### config.mk
export PLATFORM = sky130hd
export DESIGN_NAME = uart_debug_port
export DESIGN_NICKNAME = d
export VERILOG_FILES = /design/src/dbg_pkg.sv /design/src/tx_byte_if.sv /design/src/uart_debug_port.sv /design/src/dbg_snapshot_sequencer.sv /design/src/dbg_command_decoder.sv /design/src/uart_tx.sv /design/src/uart_rx.sv
export SDC_FILE = /design/constraint.sdc
export NUM_CORES = 1
export LEC_CHECK = 0
export BUFFER_PORTS_ARGS = -buffer_cell sky130_fd_sc_hd__buf_2
export CAP_MARGIN = 30
export CORE_ASPECT_RATIO = 0.75
export CORE_MARGIN = 3
export CORE_UTILIZATION = 43
export CTS_BUF_LIST = sky130_fd_sc_hd__clkbuf_2
export CTS_CLUSTER_DIAMETER = 200
export DETAILED_ROUTE_END_ITERATION = 6
export PLACE_DENSITY = 0.63
export RECOVER_POWER = 50
export REMOVE_ABC_BUFFERS = 1
export SYNTH_ARGS = -nofsm -noshare
export SYNTH_HDL_FRONTEND = slang
export SYNTH_SLANG_ARGS = --single-unit
### constraint.sdc
create_clock -name clk_in -period 4.01 [get_ports clk_in]
set_clock_uncertainty 0.15 [all_clocks]
set_input_delay 0.6015 -clock clk_in [delete_from_list [all_inputs] [get_ports clk_in]]
set_output_delay 0.6015 -clock clk_in [all_outputs]
set_load 0.1 [all_outputs]
### src/dbg_pkg.sv
package dbg_pkg;

    // snapshot word, sent as whole bytes
    localparam int DATA_WIDTH = 16;
    localparam int BYTES_PER_WORD = DATA_WIDTH / 8;
    localparam int POS_WIDTH = $clog2(BYTES_PER_WORD + 1);

    // uart bit timing, kept short for simulation
    localparam int TICKS_PER_BIT = 8;
    localparam int HALF_BIT_TICKS = TICKS_PER_BIT / 2;
    localparam int TICK_WIDTH = $clog2(TICKS_PER_BIT);
    localparam int BIT_IDX_WIDTH = 3;

    // cycles between periodic snapshots
    localparam int SNAPSHOT_PERIOD = 1200;
    localparam int TIMER_WIDTH = $clog2(SNAPSHOT_PERIOD);

    localparam logic [7:0] NEWLINE_BYTE = 8'h0A;

    // host command bytes ('P', 'R', 'S')
    typedef enum logic [7:0] {
        OP_PAUSE    = 8'h50,
        OP_RESUME   = 8'h52,
        OP_SNAPSHOT = 8'h53
    } dbg_opcode_e;

    typedef enum logic [4:0] {
        SNAP_IDLE = 5'b00001,
        SNAP_LOAD = 5'b00010,
        SNAP_SEND = 5'b00100,
        SNAP_WAIT = 5'b01000
    } snap_state_e;

    typedef enum logic [1:0] {
        UART_IDLE,
        UART_START,
        UART_DATA,
        UART_STOP
    } uart_state_e;

endpackage
### src/tx_byte_if.sv
interface tx_byte_if;

    // start is a single-cycle request, only legal while busy is low
    logic       tx_start;
    logic [7:0] tx_data;
    // busy rises the cycle after start and drops with done
    logic       tx_busy;
    logic       tx_done;

    modport source (
        output tx_start,
        output tx_data,
        input  tx_busy,
        input  tx_done
    );

    modport sink (
        input  tx_start,
        input  tx_data,
        output tx_busy,
        output tx_done
    );

endinterface

### src/uart_debug_port.sv
module uart_debug_port (
    input  logic                           clk_in,
    input  logic                           reset,
    input  logic [dbg_pkg::DATA_WIDTH-1:0] i_data,
    input  logic                           i_rx,
    output logic                           o_tx,
    output logic [7:0]                     o_cmd_data,
    output logic                           o_cmd_valid,
    output logic                           o_rx_busy
);

    logic pause;
    logic snap_request;

    tx_byte_if tx_bus ();

    // received bytes go to the decoder and out to the echo ports
    uart_rx i_uart_rx (
        .clk_in  (clk_in),
        .reset   (reset),
        .i_rx    (i_rx),
        .o_data  (o_cmd_data),
        .o_valid (o_cmd_valid),
        .o_busy  (o_rx_busy)
    );

    dbg_command_decoder i_dbg_command_decoder (
        .clk_in         (clk_in),
        .reset          (reset),
        .i_cmd_data     (o_cmd_data),
        .i_cmd_valid    (o_cmd_valid),
        .o_pause        (pause),
        .o_snap_request (snap_request)
    );

    dbg_snapshot_sequencer i_dbg_snapshot_sequencer (
        .clk_in         (clk_in),
        .reset          (reset),
        .i_data         (i_data),
        .i_pause        (pause),
        .i_snap_request (snap_request),
        .tx             (tx_bus.source)
    );

    uart_tx i_uart_tx (
        .clk_in (clk_in),
        .reset  (reset),
        .tx     (tx_bus.sink),
        .o_tx   (o_tx)
    );

endmodule

### src/dbg_snapshot_sequencer.sv
module dbg_snapshot_sequencer (
    input  logic                           clk_in,
    input  logic                           reset,
    input  logic [dbg_pkg::DATA_WIDTH-1:0] i_data,
    input  logic                           i_pause,
    input  logic                           i_snap_request,
    tx_byte_if.source                      tx
);
    import dbg_pkg::*;

    logic [TIMER_WIDTH-1:0] period_cnt;
    logic                   period_hit;
    logic                   trigger;
    snap_state_e            state;
    logic [POS_WIDTH-1:0]   byte_pos;
    logic                   do_close;
    logic [DATA_WIDTH-1:0]  data_copy;
    logic [7:0]             next_byte;

    // free-running, keeps counting while paused or busy
    always_ff @(posedge clk_in or posedge reset) begin
        if (reset) begin
            period_cnt <= '0;
        end else if (period_hit) begin
            period_cnt <= '0;
        end else begin
            period_cnt <= period_cnt + 1'b1;
        end
    end

    assign period_hit = (period_cnt == TIMER_WIDTH'(SNAPSHOT_PERIOD - 1));
    assign trigger    = (period_hit && !i_pause) || i_snap_request;

    // copy is shifted up after each byte, so the current byte sits on top
    assign next_byte = do_close ? NEWLINE_BYTE : data_copy[DATA_WIDTH-1 -: 8];

    always_ff @(posedge clk_in or posedge reset) begin
        if (reset) begin
            state       <= SNAP_IDLE;
            byte_pos    <= '0;
            do_close    <= 1'b0;
            tx.tx_start <= 1'b0;
        end else begin
            tx.tx_start <= 1'b0;
            case (state)
                SNAP_IDLE: begin
                    // triggers seen in any other state are dropped
                    if (trigger) begin
                        byte_pos <= POS_WIDTH'(BYTES_PER_WORD);
                        do_close <= 1'b0;
                        state    <= SNAP_LOAD;
                    end
                end
                SNAP_LOAD: begin
                    if (byte_pos == '0) begin
                        do_close <= 1'b1;
                    end
                    state <= SNAP_SEND;
                end
                SNAP_SEND: begin
                    if (!tx.tx_busy) begin
                        tx.tx_start <= 1'b1;
                        state       <= SNAP_WAIT;
                    end
                end
                SNAP_WAIT: begin
                    // done marks the cycle busy drops at the end of the frame
                    if (tx.tx_done) begin
                        if (do_close) begin
                            do_close <= 1'b0;
                            state    <= SNAP_IDLE;
                        end else begin
                            byte_pos <= byte_pos - 1'b1;
                            state    <= SNAP_LOAD;
                        end
                    end
                end
                default: state <= SNAP_IDLE;
            endcase
        end
    end

    always_ff @(posedge clk_in) begin
        if (state == SNAP_IDLE && trigger) begin
            data_copy <= i_data;
        end else if (state == SNAP_WAIT && tx.tx_done && !do_close) begin
            data_copy <= {data_copy[DATA_WIDTH-9:0], 8'h00};
        end
        if (state == SNAP_SEND && !tx.tx_busy) begin
            tx.tx_data <= next_byte;
        end
    end

endmodule

### src/dbg_command_decoder.sv
module dbg_command_decoder (
    input  logic       clk_in,
    input  logic       reset,
    input  logic [7:0] i_cmd_data,
    input  logic       i_cmd_valid,
    output logic       o_pause,
    output logic       o_snap_request
);
    import dbg_pkg::*;

    always_ff @(posedge clk_in or posedge reset) begin
        if (reset) begin
            o_pause        <= 1'b0;
            o_snap_request <= 1'b0;
        end else begin
            o_snap_request <= 1'b0;
            if (i_cmd_valid) begin
                case (i_cmd_data)
                    OP_PAUSE: begin
                        o_pause <= 1'b1;
                    end
                    OP_RESUME: begin
                        o_pause <= 1'b0;
                    end
                    // one-shot, independent of pause
                    OP_SNAPSHOT: begin
                        o_snap_request <= 1'b1;
                    end
                    default: begin
                        // other bytes only show up on the echo port
                        o_pause <= o_pause;
                    end
                endcase
            end
        end
    end

endmodule

### src/uart_tx.sv
module uart_tx (
    input  logic   clk_in,
    input  logic   reset,
    tx_byte_if.sink tx,
    output logic   o_tx
);
    import dbg_pkg::*;

    uart_state_e              state;
    logic [TICK_WIDTH-1:0]    tick_cnt;
    logic [BIT_IDX_WIDTH-1:0] bit_idx;
    logic [7:0]               tx_shift;
    logic                     bit_end;

    assign bit_end = (tick_cnt == TICK_WIDTH'(TICKS_PER_BIT - 1));

    always_ff @(posedge clk_in or posedge reset) begin
        if (reset) begin
            state      <= UART_IDLE;
            tick_cnt   <= '0;
            bit_idx    <= '0;
            o_tx       <= 1'b1;
            tx.tx_busy <= 1'b0;
            tx.tx_done <= 1'b0;
        end else begin
            tx.tx_done <= 1'b0;
            case (state)
                UART_IDLE: begin
                    tick_cnt <= '0;
                    bit_idx  <= '0;
                    // start bit goes out on the next cycle
                    if (tx.tx_start) begin
                        o_tx       <= 1'b0;
                        tx.tx_busy <= 1'b1;
                        state      <= UART_START;
                    end
                end
                UART_START: begin
                    if (bit_end) begin
                        tick_cnt <= '0;
                        o_tx     <= tx_shift[0];
                        state    <= UART_DATA;
                    end else begin
                        tick_cnt <= tick_cnt + 1'b1;
                    end
                end
                UART_DATA: begin
                    if (bit_end) begin
                        tick_cnt <= '0;
                        bit_idx  <= bit_idx + 1'b1;
                        if (bit_idx == '1) begin
                            o_tx  <= 1'b1;
                            state <= UART_STOP;
                        end else begin
                            o_tx <= tx_shift[0];
                        end
                    end else begin
                        tick_cnt <= tick_cnt + 1'b1;
                    end
                end
                UART_STOP: begin
                    if (bit_end) begin
                        tick_cnt   <= '0;
                        tx.tx_busy <= 1'b0;
                        tx.tx_done <= 1'b1;
                        state      <= UART_IDLE;
                    end else begin
                        tick_cnt <= tick_cnt + 1'b1;
                    end
                end
                default: state <= UART_IDLE;
            endcase
        end
    end

    // bit 0 of the shifter is always the next data bit to drive
    always_ff @(posedge clk_in) begin
        if (state == UART_IDLE && tx.tx_start) begin
            tx_shift <= tx.tx_data;
        end else if (bit_end && (state == UART_START || state == UART_DATA)) begin
            tx_shift <= {1'b0, tx_shift[7:1]};
        end
    end

endmodule

### src/uart_rx.sv
module uart_rx (
    input  logic       clk_in,
    input  logic       reset,
    input  logic       i_rx,
    output logic [7:0] o_data,
    output logic       o_valid,
    output logic       o_busy
);
    import dbg_pkg::*;

    logic                     rx_meta;
    logic                     rx_sync;
    logic                     rx_prev;
    logic                     rx_fall;
    logic                     half_end;
    logic                     bit_end;
    uart_state_e              state;
    logic [TICK_WIDTH-1:0]    tick_cnt;
    logic [BIT_IDX_WIDTH-1:0] bit_idx;
    logic [7:0]               rx_shift;

    assign rx_fall  = rx_prev & ~rx_sync;
    assign half_end = (tick_cnt == TICK_WIDTH'(HALF_BIT_TICKS - 1));
    assign bit_end  = (tick_cnt == TICK_WIDTH'(TICKS_PER_BIT - 1));

    // two-stage synchronizer, idle line is high
    always_ff @(posedge clk_in or posedge reset) begin
        if (reset) begin
            rx_meta <= 1'b1;
            rx_sync <= 1'b1;
            rx_prev <= 1'b1;
        end else begin
            rx_meta <= i_rx;
            rx_sync <= rx_meta;
            rx_prev <= rx_sync;
        end
    end

    always_ff @(posedge clk_in or posedge reset) begin
        if (reset) begin
            state    <= UART_IDLE;
            tick_cnt <= '0;
            bit_idx  <= '0;
            o_valid  <= 1'b0;
            o_busy   <= 1'b0;
        end else begin
            o_valid <= 1'b0;
            case (state)
                UART_IDLE: begin
                    tick_cnt <= '0;
                    bit_idx  <= '0;
                    if (rx_fall) begin
                        state <= UART_START;
                    end
                end
                UART_START: begin
                    if (half_end) begin
                        tick_cnt <= '0;
                        // a glitch shorter than half a bit is ignored
                        if (!rx_sync) begin
                            o_busy <= 1'b1;
                            state  <= UART_DATA;
                        end else begin
                            state <= UART_IDLE;
                        end
                    end else begin
                        tick_cnt <= tick_cnt + 1'b1;
                    end
                end
                UART_DATA: begin
                    if (bit_end) begin
                        tick_cnt <= '0;
                        bit_idx  <= bit_idx + 1'b1;
                        if (bit_idx == '1) begin
                            state <= UART_STOP;
                        end
                    end else begin
                        tick_cnt <= tick_cnt + 1'b1;
                    end
                end
                UART_STOP: begin
                    // byte is handed over at mid stop bit
                    if (bit_end) begin
                        tick_cnt <= '0;
                        o_valid  <= 1'b1;
                        o_busy   <= 1'b0;
                        state    <= UART_IDLE;
                    end else begin
                        tick_cnt <= tick_cnt + 1'b1;
                    end
                end
                default: state <= UART_IDLE;
            endcase
        end
    end

    // lsb arrives first, so shift in from the top
    always_ff @(posedge clk_in) begin
        if (state == UART_DATA && bit_end) begin
            rx_shift <= {rx_sync, rx_shift[7:1]};
        end
        if (state == UART_STOP && bit_end) begin
            o_data <= rx_shift;
        end
    end

endmodule

==> run_results.csv <==
group,metric,value,unit
run,maxCapViolCount,0,
yosys,syn_area_per_cell,13.8,um2
die,die-area,10400,um2
grt,grt_pass1_wl,10.9,mm
worst_hold_path,hold_start,"i_data[3]",
clocking,cts_tree,"built",
cells_and_area,nets,362,
route,drc,0,
grt,grt_pass1_vias,2239,
worst_hold_path,hold_class,"in2reg",
sta,hold_viol,0,
die,rows,29,
grt,grt_start_max_net_pins,26,
sta,min_period,2.55,ns
setup_path,timing.rr.start,"i_dbg_snapshot_sequencer.period_cnt[9]$_DFF_PP0_",
clocking,clkTransAtPathRegs,0.23,ns
clocking,cts_root_buffer,"clkbuf_2",
setup_path,r2r-end,"i_dbg_snapshot_sequencer.data_copy[2]$_SDFFCE_PN0P_",
power,p_leak,1.87,nW
setup_path,cp.required,4.34,ns
place,dp_slack,1.62,ns
route,drtIter0Drc,126,
route,drt-total-wl,6.34,mm
sta,fmax,392,MHz
route,first_pass_iters,4,
yosys,syn_area,3950,um2
clocking,cts_made_buffers,9,
setup_path,crit_type,"in2async",
yosys,synth_cells,287,
die,start_util,45.4,%
place,gp_congestion,0.753,
run_status,status,"completed",
cells_and_area,antenna_cells,0,
route,ant_nets,0,
sta,setup_viol,0,
worst_hold_path,min_delay_path_depth,2,
grt,antenna_found_initial,0,
setup_path,rrSetupSlack,1.61,ns
sta,rsz0062_at_grt,"false",
clocking,cts_sinks,93,
clocking,cts.path.max_buffers,2,
yosys,synth_edf_count,48,
route,vias,2243,
power,power_density,417,nW/um2
setup_path,critPathMaxFanout,25,
die,core,8710,um2
yosys,yosysSeqAreaShare,65.1,%
route,viasPerCell,5.10,
setup_path,crit_arrival,2.88,ns
power,irDropWorstVdd,0.262,mV
route,wl_per_cell,14.4,um
sta,drv_slew,0,
cells_and_area,drive_gt1_share,23.2,%
die,io_pins,30,
setup_path,critPathCaptureType,"async pin",
yosys,synth_top_flop_cell,"edfxtp_1",
sta,finalSetupTns,0,ns
grt,grt_overflow_total,0,
yosys,ys_seq_elements,93,
cells_and_area,area_growth,11.4,%
place,place.port_buffers,29,
yosys,synth_cell_types,46,
place,post-dp-hpwl,4.38,mm
clocking,worstSkewPairLatency,0.53,ns
yosys,ys_async_sr_fraction,48.4,%
worst_hold_path,holdPathEnd,"i_dbg_snapshot_sequencer.data_copy[3]$_SDFFCE_PN0P_",
die,die_x,117,um
sta,worst_pin_slew,1.31,ns
clocking,cts_htree_levels,3,
yosys,ys_warn_count,0,
grt,grt_use_total,13.9,%
setup_path,cp-start-kind,"input port",
setup_path,reg2regPathDepth,4,
cells_and_area,num-fill-cells,766,
sta,fin_crit_sh,63.6,%
sta,worst_slack,1.46,ns
sta,slew_headroom,12.7,%
die,die_h,89.0,um
clocking,cts_resized,0,
[report_power, final]
part           switching, W  internal, W
logic              0.000104    0.0000734
registers         0.0000471      0.00104
clock network      0.000300     0.000271
[layout make-up]
| cell class | count | area [um2] | share of cell area (%) |
|---|---|---|---|
| clock buffers | 11 | 55.1 | 1.25 |
| clock inverters | 5 | 98.8 | 2.24 |
| inverters | 13 | 48.8 | 1.11 |
| multi-input cells | 176 | 1310 | 29.8 |
| flip-flops and latches | 93 | 2570 | 58.5 |
| well taps | 108 | 135 | 3.07 |
| repair buffers | 34 | 180 | 4.09 |
[critical path, cell delays in order]
cell and delay [ns]:
dlygate4sd3_1 0.53, buf_2 0.12, inv_1 0.60, clkbuf_1 1.03
[layer usage]
layer | up-vias | wire [um] | track usage (%)
met2 | 48 | 2520 | 18.3
li1 | 1115 | - | -
met1 | 1072 | 3430 | 21.0
met4 | 0 | 85 | 4.90
met3 | 8 | 307 | 5.07
met5 | - | 0 | 0
[cells in the mapped netlist (all sizes together) (2+ instances only)]
cell    number  area share, %
o21a         4           0.76
dfstp        5            3.3
edfxtp      48             36
and2        10            1.6
mux2i        2           0.51
nor3         4           0.51
nor4         4            1.0
nand2b       7            1.1
inv         13            1.2
a22o         5            1.1
o22ai        2           0.32
nor3b        3           0.57
mux2        19            5.4
dfrtp       40             25
or2          3           0.47
and3         6           0.95
nand2       17            1.6
xor2         7            1.6
ha          16            5.1
clkbuf       5           0.47
a21o         2           0.38
nand4        2           0.32
a21oi        7            1.2
nor2b        8            1.3
xnor2        2           0.44
o21ai        8            1.1
nand3        2           0.25
o31ai        2           0.38
nor2        20            1.9
[flip-flops by register name (all words and copies together) (netlist names), 2 cells and up, named ones only]
register,cells
i_uart_rx.bit_idx,3
i_uart_rx.tick_cnt,3
i_uart_tx.tick_cnt,3
i_dbg_snapshot_sequencer.period_cnt,11
i_uart_rx.o_data,8
i_dbg_snapshot_sequencer.state,4
i_uart_tx.bit_idx,3
i_dbg_snapshot_sequencer.tx.tx_data,8
i_dbg_snapshot_sequencer.data_copy,16
i_dbg_snapshot_sequencer.byte_pos,2
i_uart_rx.rx_shift,8
i_uart_tx.tx_shift,8
i_uart_tx.state,2
[logic make-up (layout without fill, tap and decap cells)]
kind of cell,after synthesis,after routing,share of synthesized area [%]
AOI/OAI and AO/OA,38,38,7.15
xor gates and xnor gates,9,9,1.99
adders and majority gates,16,16,5.06
buffers and inverters,18,63,1.71
DFF,93,93,65.1
muxes,21,21,5.92
and+or+nand+nor,92,92,13.0
[per-stage QoR]
stage / area, um2 / utilization, % / std cells / power, W / hold WS [ns]
floorplan: 3930 / - / 282 / 0.00124 / 0.195
global placement: 4230 / 48.6 / 421 / 0.00128 / 0.198
detailed placement: 4250 / 48.8 / 422 / 0.00129 / 0.199
CTS: 4420 / 50.8 / 440 / 0.00186 / 0.120
global route: 4400 / 50.6 / 440 / 0.00193 / 0.0954
finish: 4400 / 50.6 / 440 / 0.00184 / 0.179
[repair_timing]
| item | 4_1_cts | 5_1_grt |
|---|---|---|
| hold endpoints to repair | 19 | 0 |
| hold buffers | 2 | 0 |
| buffers inserted | 0 | 0 |
[placed cells by master, fill, tap and decap left out, types with 3 or more instances in the layout]
| cell type | n |
|---|---|
| o21ai_0 | 7 |
| nor3b_1 | 3 |
| nor2b_1 | 8 |
| nor2_1 | 20 |
| or2_2 | 3 |
| a21oi_1 | 6 |
| ha_1 | 16 |
| dfrtp_1 | 40 |
| nand2b_1 | 7 |
| bufinv_16 | 3 |
| clkbuf_2 | 11 |
| and2_1 | 9 |
| edfxtp_1 | 48 |
| a22o_1 | 5 |
| nor4_1 | 3 |
| nand2_1 | 17 |
| nor3_1 | 4 |
| mux2_2 | 19 |
| o21a_1 | 4 |
| xor2_1 | 7 |
| dfstp_2 | 4 |
| buf_2 | 29 |
| and3_1 | 6 |
| inv_1 | 13 |
[how the worst max path moves through the flow]
| stage | from | end | slack (ns) | cells after the start |
|---|---|---|---|---|
| final | reset | i_uart_rx.tick_cnt[2]$_DFF_PP0_ | 1.46 | 4 |
| after global routing | reset | i_uart_rx.tick_cnt[2]$_DFF_PP0_ | 1.13 | 4 |
| after CTS | i_dbg_snapshot_sequencer.period_cnt[9]$_DFF_PP0_ | i_dbg_snapshot_sequencer.data_copy[3]$_SDFFCE_PN0P_ | 1.61 | 4 |
| after detailed placement | i_dbg_snapshot_sequencer.period_cnt[9]$_DFF_PP0_ | i_dbg_snapshot_sequencer.data_copy[4]$_SDFFCE_PN0P_ | 1.62 | 4 |
| after global placement | i_dbg_snapshot_sequencer.period_cnt[9]$_DFF_PP0_ | i_dbg_snapshot_sequencer.data_copy[4]$_SDFFCE_PN0P_ | 1.66 | 4 |
| after floorplan | i_dbg_snapshot_sequencer.period_cnt[9]$_DFF_PP0_ | i_dbg_snapshot_sequencer.data_copy[0]$_SDFFCE_PN0P_ | 1.15 | 3 |
(Power assumes the default switching activity.)
